===== config.mk =====
export PLATFORM = sky130hd
export DESIGN_NAME = boot_mcu
export DESIGN_NICKNAME = d
export VERILOG_FILES = /design/src/hw/boot_pkg.sv /design/src/hw/boot_mcu.sv /design/src/hw/uart_tx.sv /design/src/hw/boot_ctrl.sv /design/src/hw/spi_flash_reader.sv
export SDC_FILE = /design/constraint.sdc
export NUM_CORES = 1
export LEC_CHECK = 0
export BUFFER_PORTS_ARGS = -buffer_cell sky130_fd_sc_hd__buf_2
export CAP_MARGIN = 5
export CORE_UTILIZATION = 60
export CTS_CLUSTER_SIZE = 25
export DETAILED_ROUTE_END_ITERATION = 10
export GPL_ROUTABILITY_DRIVEN = 0
export GPL_TIMING_DRIVEN = 0
export PLACE_DENSITY_LB_ADDON = 0.1
export SLEW_MARGIN = 5
export SYNTH_ARGS = -nofsm -noshare
export SYNTH_HDL_FRONTEND = slang
export SYNTH_SLANG_ARGS = --single-unit

===== constraint.sdc =====
create_clock -name clk_gen -period 3.3 [get_ports clk_gen]
set_input_delay 0.165 -clock clk_gen [delete_from_list [all_inputs] [get_ports clk_gen]]
set_output_delay 0.165 -clock clk_gen [all_outputs]
set_load 0.005 [all_outputs]

===== src/hw/boot_pkg.sv =====
// boot checker shared constants
// flash command, bus widths, boot image layout and UART bit timing
package boot_pkg;

  // serial flash read command, single lane
  localparam int unsigned CMD_W = 8;
  localparam logic [CMD_W-1:0] FLASH_CMD_READ = 8'h03;

  localparam int unsigned ADDR_W = 24;
  localparam int unsigned DATA_W = 32;

  // command plus address fits exactly one data word
  localparam int unsigned HDR_BITS = CMD_W + ADDR_W;
  localparam int unsigned XFER_BITS = CMD_W + ADDR_W + DATA_W;
  localparam int unsigned XFER_CNT_W = $clog2(XFER_BITS);

  // boot image layout
  localparam int unsigned BOOT_WORDS = 4;
  localparam int unsigned WORD_CNT_W = $clog2(BOOT_WORDS);
  localparam logic [ADDR_W-1:0] BOOT_BASE_0 = 24'h000000;
  localparam logic [ADDR_W-1:0] BOOT_BASE_1 = 24'h000100;

  // uart 8N1, small divider for simulation
  localparam int unsigned CLKS_PER_BIT = 8;
  localparam int unsigned BAUD_CNT_W = $clog2(CLKS_PER_BIT);
  localparam int unsigned UART_FRAME_W = 10;
  localparam int unsigned FRAME_CNT_W = $clog2(UART_FRAME_W);

endpackage

===== src/hw/boot_mcu.sv =====
// boot checking core
// boot sequencer, single lane flash reader and uart on one QSPI port
`timescale 1ns/10ps

module boot_mcu (
  input  logic                        clk_gen,
  input  logic                        rst_ni,
  input  logic                        fetch_enable_i,
  input  logic                        boot_select_i,
  input  logic [3:0]                  flash_di_i,
  output logic [3:0]                  flash_do_o,
  output logic [3:0]                  flash_oe_o,
  output logic                        flash_cs_no,
  output logic                        flash_sck_o,
  output logic                        uart_tx_o,
  output logic [boot_pkg::DATA_W-1:0] exit_value_o,
  output logic                        exit_valid_o
);
  import boot_pkg::*;

  logic              rd_start;
  logic              rd_done;
  logic [ADDR_W-1:0] rd_addr;
  logic [DATA_W-1:0] rd_data;
  logic              tx_start;
  logic              tx_busy;
  logic [7:0]        tx_byte;
  logic              lane0_do;
  logic              lane0_oe;

  // lane 0 is MOSI, lane 1 is MISO, quad lanes stay tied off
  assign flash_do_o = {3'b000, lane0_do};
  assign flash_oe_o = {3'b000, lane0_oe};

  boot_ctrl u_boot_ctrl (
    .clk_gen       (clk_gen),
    .rst_ni        (rst_ni),
    .fetch_enable_i(fetch_enable_i),
    .boot_select_i (boot_select_i),
    .rd_done_i     (rd_done),
    .rd_data_i     (rd_data),
    .tx_busy_i     (tx_busy),
    .rd_start_o    (rd_start),
    .rd_addr_o     (rd_addr),
    .exit_value_o  (exit_value_o),
    .exit_valid_o  (exit_valid_o),
    .tx_start_o    (tx_start),
    .tx_byte_o     (tx_byte)
  );

  spi_flash_reader u_spi_flash_reader (
    .clk_gen    (clk_gen),
    .rst_ni     (rst_ni),
    .start_i    (rd_start),
    .addr_i     (rd_addr),
    .data_o     (rd_data),
    .done_o     (rd_done),
    .flash_cs_no(flash_cs_no),
    .flash_sck_o(flash_sck_o),
    .flash_do_o (lane0_do),
    .flash_oe_o (lane0_oe),
    .flash_di_i (flash_di_i[1])
  );

  uart_tx u_uart_tx (
    .clk_gen(clk_gen),
    .rst_ni (rst_ni),
    .start_i(tx_start),
    .byte_i (tx_byte),
    .busy_o (tx_busy),
    .tx_o   (uart_tx_o)
  );

endmodule


===== src/hw/uart_tx.sv =====
// uart transmitter, 8N1
// sends one byte per start pulse, busy covers start to end of stop bit
`timescale 1ns/10ps

module uart_tx (
  input  logic       clk_gen,
  input  logic       rst_ni,
  input  logic       start_i,
  input  logic [7:0] byte_i,
  output logic       busy_o,
  output logic       tx_o
);
  import boot_pkg::*;

  logic [BAUD_CNT_W-1:0]   baud_cnt_q;
  logic [FRAME_CNT_W-1:0]  bit_cnt_q;
  logic [UART_FRAME_W-2:0] shift_q;
  logic                    bit_end;

  assign bit_end = baud_cnt_q == BAUD_CNT_W'(CLKS_PER_BIT - 1);

  // start bit goes out right away, the rest of the frame waits in shift_q
  always_ff @(posedge clk_gen or negedge rst_ni) begin
    if (!rst_ni) begin
      busy_o     <= 1'b0;
      tx_o       <= 1'b1;
      baud_cnt_q <= '0;
      bit_cnt_q  <= '0;
    end else if (!busy_o) begin
      if (start_i) begin
        busy_o     <= 1'b1;
        tx_o       <= 1'b0;
        baud_cnt_q <= '0;
        bit_cnt_q  <= '0;
      end
    end else if (bit_end) begin
      baud_cnt_q <= '0;
      if (bit_cnt_q == FRAME_CNT_W'(UART_FRAME_W - 1)) begin
        busy_o <= 1'b0;
        tx_o   <= 1'b1;
      end else begin
        tx_o      <= shift_q[0];
        bit_cnt_q <= bit_cnt_q + 1'b1;
      end
    end else begin
      baud_cnt_q <= baud_cnt_q + 1'b1;
    end
  end

  // data lsb first, stop bit on top
  always_ff @(posedge clk_gen) begin
    if (!busy_o && start_i) begin
      shift_q <= {1'b1, byte_i};
    end else if (busy_o && bit_end) begin
      shift_q <= shift_q >> 1;
    end
  end

  // idle line
  a_idle_high : assert property (@(posedge clk_gen) disable iff (!rst_ni)
    !busy_o |-> tx_o);

endmodule


===== src/hw/boot_ctrl.sv =====
// boot sequencer
// reads the boot image word by word and sums it into the exit value
`timescale 1ns/10ps

module boot_ctrl (
  input  logic                        clk_gen,
  input  logic                        rst_ni,
  input  logic                        fetch_enable_i,
  input  logic                        boot_select_i,
  input  logic                        rd_done_i,
  input  logic [boot_pkg::DATA_W-1:0] rd_data_i,
  input  logic                        tx_busy_i,
  output logic                        rd_start_o,
  output logic [boot_pkg::ADDR_W-1:0] rd_addr_o,
  output logic [boot_pkg::DATA_W-1:0] exit_value_o,
  output logic                        exit_valid_o,
  output logic                        tx_start_o,
  output logic [7:0]                  tx_byte_o
);
  import boot_pkg::*;

  typedef enum logic [1:0] {
    ST_IDLE,
    ST_READ,
    ST_WAIT,
    ST_FINISH
  } state_e;

  state_e                state_q;
  logic [1:0]            fetch_q;
  logic                  fetch_rise;
  logic                  boot_sel_q;
  logic [WORD_CNT_W-1:0] word_cnt_q;
  logic [DATA_W-1:0]     sum_q;
  logic [ADDR_W-1:0]     base;
  logic                  rd_pending_q;

  // fetch enable is asynchronous to the core, two flops before the edge
  assign fetch_rise = fetch_q[0] & ~fetch_q[1];

  assign base         = boot_sel_q ? BOOT_BASE_1 : BOOT_BASE_0;
  assign rd_addr_o    = base + (ADDR_W'(word_cnt_q) << 2);
  assign exit_value_o = sum_q;
  assign tx_byte_o    = sum_q[7:0];

  always_ff @(posedge clk_gen or negedge rst_ni) begin
    if (!rst_ni) begin
      state_q      <= ST_IDLE;
      fetch_q      <= 2'b00;
      boot_sel_q   <= 1'b0;
      word_cnt_q   <= '0;
      sum_q        <= '0;
      exit_valid_o <= 1'b0;
      rd_start_o   <= 1'b0;
      tx_start_o   <= 1'b0;
    end else begin
      fetch_q    <= {fetch_q[0], fetch_enable_i};
      rd_start_o <= 1'b0;
      tx_start_o <= 1'b0;
      case (state_q)
        ST_IDLE: begin
          if (fetch_rise) begin
            boot_sel_q   <= boot_select_i;
            word_cnt_q   <= '0;
            sum_q        <= '0;
            exit_valid_o <= 1'b0;
            state_q      <= ST_READ;
          end
        end
        ST_READ: begin
          rd_start_o <= 1'b1;
          state_q    <= ST_WAIT;
        end
        ST_WAIT: begin
          if (rd_done_i) begin
            sum_q <= sum_q + rd_data_i;
            if (word_cnt_q == WORD_CNT_W'(BOOT_WORDS - 1)) begin
              exit_valid_o <= 1'b1;
              state_q      <= ST_FINISH;
            end else begin
              word_cnt_q <= word_cnt_q + 1'b1;
              state_q    <= ST_READ;
            end
          end
        end
        ST_FINISH: begin
          // report the low byte once the uart is free
          if (!tx_busy_i) begin
            tx_start_o <= 1'b1;
            state_q    <= ST_IDLE;
          end
        end
        default: state_q <= ST_IDLE;
      endcase
    end
  end

  // tracks an open read on the reader side
  always_ff @(posedge clk_gen or negedge rst_ni) begin
    if (!rst_ni) begin
      rd_pending_q <= 1'b0;
    end else if (rd_start_o) begin
      rd_pending_q <= 1'b1;
    end else if (rd_done_i) begin
      rd_pending_q <= 1'b0;
    end
  end

  a_no_overlap_rd : assert property (@(posedge clk_gen) disable iff (!rst_ni)
    rd_start_o |-> !rd_pending_q);

  a_tx_when_free : assert property (@(posedge clk_gen) disable iff (!rst_ni)
    tx_start_o |-> !tx_busy_i);

endmodule


===== src/hw/spi_flash_reader.sv =====
// single lane SPI flash word reader
// sends read opcode and address, then shifts in one 32-bit word, mode 0
`timescale 1ns/10ps

module spi_flash_reader (
  input  logic                        clk_gen,
  input  logic                        rst_ni,
  input  logic                        start_i,
  input  logic [boot_pkg::ADDR_W-1:0] addr_i,
  output logic [boot_pkg::DATA_W-1:0] data_o,
  output logic                        done_o,
  output logic                        flash_cs_no,
  output logic                        flash_sck_o,
  output logic                        flash_do_o,
  output logic                        flash_oe_o,
  input  logic                        flash_di_i
);
  import boot_pkg::*;

  typedef enum logic [1:0] {
    ST_IDLE,
    ST_XFER,
    ST_END
  } state_e;

  state_e                state_q;
  logic [XFER_CNT_W-1:0] bit_cnt_q;
  logic [DATA_W-1:0]     sreg_q;
  logic                  out_phase;
  logic                  launch;

  assign launch    = (state_q == ST_IDLE) && start_i;
  assign out_phase = bit_cnt_q < XFER_CNT_W'(HDR_BITS);

  // sck toggles every cycle, bit counter steps on the falling edge
  always_ff @(posedge clk_gen or negedge rst_ni) begin
    if (!rst_ni) begin
      state_q     <= ST_IDLE;
      bit_cnt_q   <= '0;
      flash_cs_no <= 1'b1;
      flash_sck_o <= 1'b0;
      done_o      <= 1'b0;
    end else begin
      done_o <= 1'b0;
      case (state_q)
        ST_IDLE: begin
          if (start_i) begin
            state_q     <= ST_XFER;
            bit_cnt_q   <= '0;
            flash_cs_no <= 1'b0;
          end
        end
        ST_XFER: begin
          flash_sck_o <= ~flash_sck_o;
          if (flash_sck_o) begin
            if (bit_cnt_q == XFER_CNT_W'(XFER_BITS - 1)) begin
              flash_cs_no <= 1'b1;
              state_q     <= ST_END;
            end else begin
              bit_cnt_q <= bit_cnt_q + 1'b1;
            end
          end
        end
        ST_END: begin
          done_o  <= 1'b1;
          state_q <= ST_IDLE;
        end
        default: state_q <= ST_IDLE;
      endcase
    end
  end

  // one shift register serves both directions
  // header leaves msb first on falling sck, data enters lsb side on rising sck
  always_ff @(posedge clk_gen) begin
    if (launch) begin
      sreg_q <= {FLASH_CMD_READ, addr_i};
    end else if (state_q == ST_XFER) begin
      if (flash_sck_o && out_phase) begin
        sreg_q <= sreg_q << 1;
      end else if (!flash_sck_o && !out_phase) begin
        sreg_q <= {sreg_q[DATA_W-2:0], flash_di_i};
      end
    end
  end

  assign flash_do_o = sreg_q[DATA_W-1];
  assign flash_oe_o = (state_q == ST_XFER) && out_phase;
  assign data_o     = sreg_q;

  // chip select never low outside a transfer
  a_cs_in_xfer : assert property (@(posedge clk_gen) disable iff (!rst_ni)
    !flash_cs_no |-> state_q == ST_XFER);

  // fixed latency from accepted start to done
  a_xfer_latency : assert property (@(posedge clk_gen) disable iff (!rst_ni)
    launch |-> ##(2 * XFER_BITS + 2) done_o);

endmodule


==> impl_results.html <==
<table>
<tr><th>Metric</th><th>Value</th></tr>
<tr><th colspan="2">Status</th></tr>
<tr><td>Result of the run</td><td>complete, no violations</td></tr>
<tr><th colspan="2">STA</th></tr>
<tr><td>Final worst-path setup slack</td><td>0.3501 ns</td></tr>
<tr><td>Fin crit period</td><td>2.950 ns</td></tr>
<tr><td>Unrepaired setup endpoints after global routing</td><td>false</td></tr>
<tr><td>Actual slew at the worst max-slew pin</td><td>1.146 ns</td></tr>
<tr><td>Number of max-slew violations in the final report</td><td>0</td></tr>
<tr><td>Final sum of negative setup slack</td><td>0 ns</td></tr>
<tr><td>Final Cycle Share</td><td>89.39%</td></tr>
<tr><td>Final Hold Violating Endpoints</td><td>0</td></tr>
<tr><td>Slew headroom</td><td>23.39%</td></tr>
<tr><td>Final-report setup violation count</td><td>0</td></tr>
<tr><td>Max Freq</td><td>339.0 MHz</td></tr>
<tr><td>Max Clock Skew</td><td>0.01357 ns</td></tr>
<tr><th colspan="2">Yosys</th></tr>
<tr><td>Synthesized instance count</td><td>592</td></tr>
<tr><td>Synth Area per Inst</td><td>9.824 um2</td></tr>
<tr><td>Post-synthesis instance area</td><td>0.005816 mm2</td></tr>
<tr><td>Cell type with the largest total area after synthesis</td><td>sky130_fd_sc_hd__dfrtp_1</td></tr>
<tr><td>Synth area leaders</td><td>sky130_fd_sc_hd__dfrtp_1 (26%), sky130_fd_sc_hd__edfxtp_1 (17%), sky130_fd_sc_hd__ha_1 (8.2%), sky130_fd_sc_hd__nand2_1 (5.7%), sky130_fd_sc_hd__a21oi_1 (4.0%)</td></tr>
<tr><td>Dominant combinational cell family by area after synthesis</td><td>compound AO/OA/AOI/OAI gates</td></tr>
<tr><td>Sequential fraction of the synthesis area</td><td>46.34%</td></tr>
<tr><td>Post-Synth Adder-Cell Area</td><td>8.520%</td></tr>
<tr><td>Basic-gate share of the synthesized area counting and, or, nand and nor cells</td><td>16.20%</td></tr>
<tr><td>Share of the synthesized area in the top cell type</td><td>25.82%</td></tr>
<tr><td>Number of synthesized flops with an enable pin</td><td>32</td></tr>
<tr><td>Count of yosys warnings during synthesis</td><td>0</td></tr>
<tr><td>Post-synthesis compound-gate area fraction</td><td>18.67%</td></tr>
<tr><td>Share of synthesized area spent on multiplexers</td><td>2.259%</td></tr>
<tr><td>Async SR Flop Fraction</td><td>60.19%</td></tr>
<tr><td>Number of synthesized register bits</td><td>103</td></tr>
<tr><td>Xor and xnor area share after synthesis</td><td>4.367%</td></tr>
<tr><td>Top_reg_cell synth</td><td>sky130_fd_sc_hd__dfrtp_1</td></tr>
<tr><td>Number of distinct library cells after synthesis</td><td>68</td></tr>
<tr><th colspan="2">Place</th></tr>
<tr><td>Area post-placement</td><td>0.006208 mm2</td></tr>
<tr><td>Half-perimeter wire length after detailed placement</td><td>8.820 mm</td></tr>
<tr><td>Pre-CTS setup slack</td><td>0.3669 ns</td></tr>
<tr><td>DP Cell Count</td><td>768</td></tr>
<tr><td>Port bufs</td><td>42</td></tr>
<tr><th colspan="2">Layout</th></tr>
<tr><td>Antenna Diode Count</td><td>0</td></tr>
<tr><td>Layout filler cell count</td><td>761</td></tr>
<tr><td>Commonest non-fill, non-tap cell in the layout</td><td>sky130_fd_sc_hd__nand2_1</td></tr>
<tr><td>Share of layout cells above drive strength 1</td><td>14.16%</td></tr>
<tr><td>Fin cells</td><td>786</td></tr>
<tr><td>Final instance area</td><td>0.006422 mm2</td></tr>
<tr><td>Net count of the finished layout</td><td>699</td></tr>
<tr><td>Most used cells in the layout excluding fill and tap cells</td><td>sky130_fd_sc_hd__nand2_1 (89), sky130_fd_sc_hd__dfrtp_1 (60), sky130_fd_sc_hd__a21oi_1 (46)</td></tr>
<tr><td>Growth of design area from synthesis to finish</td><td>10.43%</td></tr>
<tr><th colspan="2">CTS</th></tr>
<tr><td>Clk pin slew, worst setup/hold paths</td><td>0.10 ns</td></tr>
<tr><td>Hold-fix buffers, CTS</td><td>2</td></tr>
<tr><td>CTS tree</td><td>done</td></tr>
<tr><td>Number of cells upsized or downsized after cts</td><td>0</td></tr>
<tr><td>Cell at the root of the clock tree</td><td>sky130_fd_sc_hd__clkbuf_8</td></tr>
<tr><td>Worst skew pair latency</td><td>0.38 ns</td></tr>
<tr><td>TritonCTS sink count</td><td>103</td></tr>
<tr><td>Number of buffers between clock root and the deepest sink</td><td>2</td></tr>
<tr><td># Post-CTS Setup Buffers</td><td>0</td></tr>
<tr><td># H-tree levels</td><td>3</td></tr>
<tr><td>Number of buffers created by CTS</td><td>9</td></tr>
<tr><th colspan="2">Worst setup path</th></tr>
<tr><td>Cell with the largest stage delay on the worst path</td><td>sky130_fd_sc_hd__dfrtp_1</td></tr>
<tr><td>Crit Path Max Fanout</td><td>4</td></tr>
<tr><td>Worst Path Required</td><td>3.60 ns</td></tr>
<tr><td>Critical Path Start Type</td><td>flop</td></tr>
<tr><td>Cell chain of the critical path</td><td>ha_1, inv_1, fa_1, nor2b_4, o31ai_4, a211oi_1, o2111a_1, o41ai_4, o22ai_2, a221oi_2, nor3_1, a221oi_2</td></tr>
<tr><td>Type of the worst setup path</td><td>reg -&gt; reg</td></tr>
<tr><td>CP max stage delay</td><td>0.44 ns</td></tr>
<tr><td>Kind of end point of the critical path</td><td>flop</td></tr>
<tr><td>WP data arrival</td><td>3.25 ns</td></tr>
<tr><td>Most numerous cell on the critical path</td><td>sky130_fd_sc_hd__a221oi_2</td></tr>
<tr><th colspan="2">Job</th></tr>
<tr><td>MaxCap Viol Count</td><td>0</td></tr>
<tr><th colspan="2">Global routing</th></tr>
<tr><td>Wire length of the first global-routing pass</td><td>20.51 mm</td></tr>
<tr><td>GRT overflow</td><td>0</td></tr>
<tr><td>Tot GR Track Use</td><td>26.26%</td></tr>
<tr><td>Number of global-route vias before repair</td><td>4194</td></tr>
<tr><td>Maximum number of pins on one net before global-route repair</td><td>63</td></tr>
<tr><td>Antenna violations before repair</td><td>0</td></tr>
<tr><th colspan="2">Floorplan</th></tr>
<tr><td>Core region area</td><td>0.009328 mm2</td></tr>
<tr><td>Overall die width</td><td>100.5 um</td></tr>
<tr><td>Io pins</td><td>52</td></tr>
<tr><td>Height of the chip</td><td>100.5 um</td></tr>
<tr><td>Area enclosed by the die boundary</td><td>0.01009 mm2</td></tr>
<tr><td>Standard-cell row count</td><td>35</td></tr>
<tr><td>Initial cell density of the core</td><td>62.35%</td></tr>
<tr><th colspan="2">Pwr</th></tr>
<tr><td>Cell leakage power</td><td>0.002939 uW</td></tr>
<tr><td>Pwr per Cell Area</td><td>707.9 mW/mm2</td></tr>
<tr><td>Maximum vdd ir drop</td><td>0.0006165 V</td></tr>
<tr><th colspan="2">Route</th></tr>
<tr><td>Via density per instance</td><td>5.706</td></tr>
<tr><td>Average routed wire per standard cell</td><td>15.74 um</td></tr>
<tr><td>Final wirelength</td><td>12.37 mm</td></tr>
<tr><td>Via Count</td><td>4485</td></tr>
<tr><td>Router iterations before antenna repair</td><td>5</td></tr>
<tr><td>Residual DRC count</td><td>0</td></tr>
<tr><td>ANT nets after route</td><td>0</td></tr>
<tr><td>DR iter-0 viols</td><td>210</td></tr>
<tr><th colspan="2">Min path</th></tr>
<tr><td>Hold crit path type</td><td>in -&gt; reg</td></tr>
</table>
==> metal layers <==
layer  vias to the layer above  wire [um]  share of wire (%)  GRT usage (%)
li1                       2226          -                  -              -
met1                      2115       5949                 48          36.50
met2                       134       5597                 45          41.46
met3                        10        705                5.7          7.143
met4                         0        122               0.99          5.686
met5                         -          0                  0              0
==> cell families (layout without fill, tap and decap cells) <==
logic type	count (synthesis)	count (layout)
simple gates	198	198
compound gates	164	164
flops	103	103
buf+inv	46	106
fa+ha+maj	39	39
xor+xnor	29	29
mux	12	12
other cells	1	6
==> report_power, final <==
part | switching (uW) | leakage, uW | internal, uW
Combinational | 997 | 0.00165 | 700
Clock | 459 | 0.0000938 | 355
Sequential | 261 | 0.00120 | 1770
Total | 1720 | 0.00294 | 2830
==> final timing paths <==
| kind | cells past startpoint | slack [ns] | to | start |
|---|---|---|---|---|
| max | 12 | 0.35 | u_boot_ctrl.exit_value_o[30] | u_boot_ctrl.exit_value_o[0] |
| min | 2 | 0.04 | u_boot_ctrl.boot_sel_q | boot_select_i |
| max reg2reg | 12 | 0.35 | u_boot_ctrl.exit_value_o[30] | u_boot_ctrl.exit_value_o[0] |
| min reg2reg | 0 | 0.40 | u_boot_ctrl.fetch_q[1] | u_boot_ctrl.fetch_q[0] |
| max in group asynchronous | 2 | 2.31 | u_boot_ctrl.exit_value_o[12] | rst_ni |
| min in group asynchronous | 2 | 0.40 | u_uart_tx.bit_cnt_q[2] | rst_ni |
==> cells in the mapped netlist (3+ instances only) <==
cell                       instances
sky130_fd_sc_hd__buf_2             3
sky130_fd_sc_hd__nor3_1            5
sky130_fd_sc_hd__edfxtp_1         32
sky130_fd_sc_hd__nor2b_1           5
sky130_fd_sc_hd__buf_4             8
sky130_fd_sc_hd__a22o_1            3
sky130_fd_sc_hd__and2_1           22
sky130_fd_sc_hd__a211oi_1          6
sky130_fd_sc_hd__nand4_1           5
sky130_fd_sc_hd__o31ai_1           5
sky130_fd_sc_hd__o21ai_1          14
sky130_fd_sc_hd__o21bai_1          5
sky130_fd_sc_hd__nand2_1          89
sky130_fd_sc_hd__o21ai_0          37
sky130_fd_sc_hd__inv_1            18
sky130_fd_sc_hd__dfrtp_1          60
sky130_fd_sc_hd__ha_1             38
sky130_fd_sc_hd__nand2b_1          6
sky130_fd_sc_hd__o21a_1            4
sky130_fd_sc_hd__a21o_1           14
sky130_fd_sc_hd__xnor2_1          16
sky130_fd_sc_hd__a31oi_1           4
sky130_fd_sc_hd__clkbuf_1         15
sky130_fd_sc_hd__dfxtp_1           9
sky130_fd_sc_hd__and3_1            5
sky130_fd_sc_hd__mux2i_1           3
sky130_fd_sc_hd__a21oi_1          46
sky130_fd_sc_hd__nand3_1          13
sky130_fd_sc_hd__nor3b_1           3
sky130_fd_sc_hd__mux2_2            9
sky130_fd_sc_hd__xor2_1           13
sky130_fd_sc_hd__nor2_1           32
==> worst max-delay path, delay by kind of cell, from the launching register on <==
family	cells	cell delay, ns
AOI/OAI and AO/OA	7	1.69
adders and majority gates	2	0.49
DFF	1	0.44
and+or+nand+nor	2	0.17
buffers and inverters	1	0.08
==> sequential cells by signal (all words and copies together), names as in the netlist <==
register                        count
u_boot_ctrl.boot_sel_q              1
u_boot_ctrl.exit_valid_o            1
u_boot_ctrl.exit_value_o           32
u_boot_ctrl.fetch_q                 2
u_boot_ctrl.rd_start_o              1
u_boot_ctrl.state_q                 2
u_boot_ctrl.tx_start_o              1
u_boot_ctrl.word_cnt_q              2
u_spi_flash_reader.bit_cnt_q        6
u_spi_flash_reader.data_o          32
u_spi_flash_reader.done_o           1
u_spi_flash_reader.flash_cs_no      1
u_spi_flash_reader.flash_sck_o      1
u_spi_flash_reader.state_q          2
u_uart_tx.baud_cnt_q                3
u_uart_tx.bit_cnt_q                 4
u_uart_tx.busy_o                    1
u_uart_tx.shift_q                   9
u_uart_tx.tx_o                      1
==> per-stage QoR <==
step	hold slack [ns]	utilization (%)	total power, uW
6_report	0.04159	68.85	4547
5_1_grt	0.02681	68.85	4862
4_1_cts	0.02839	68.85	4560
3_5_place_dp	0.2748	66.56	3743
3_3_place_gp	0.2738	66.53	3664
2_1_floorplan	-0.1306	-	3301
==> final cells by class <==
class	count	area [um2]	area share (%)
multi-input cells	448	2932	45.65
flip-flops and latches	103	2695	41.96
repair buffers	44	232.7	3.624
well taps	129	161.4	2.513
plain buffers	27	136.4	2.124
clock buffers	10	127.6	1.987
inverters	19	71.32	1.110
clock inverters	6	66.31	1.033
(Power assumes the default switching activity.)
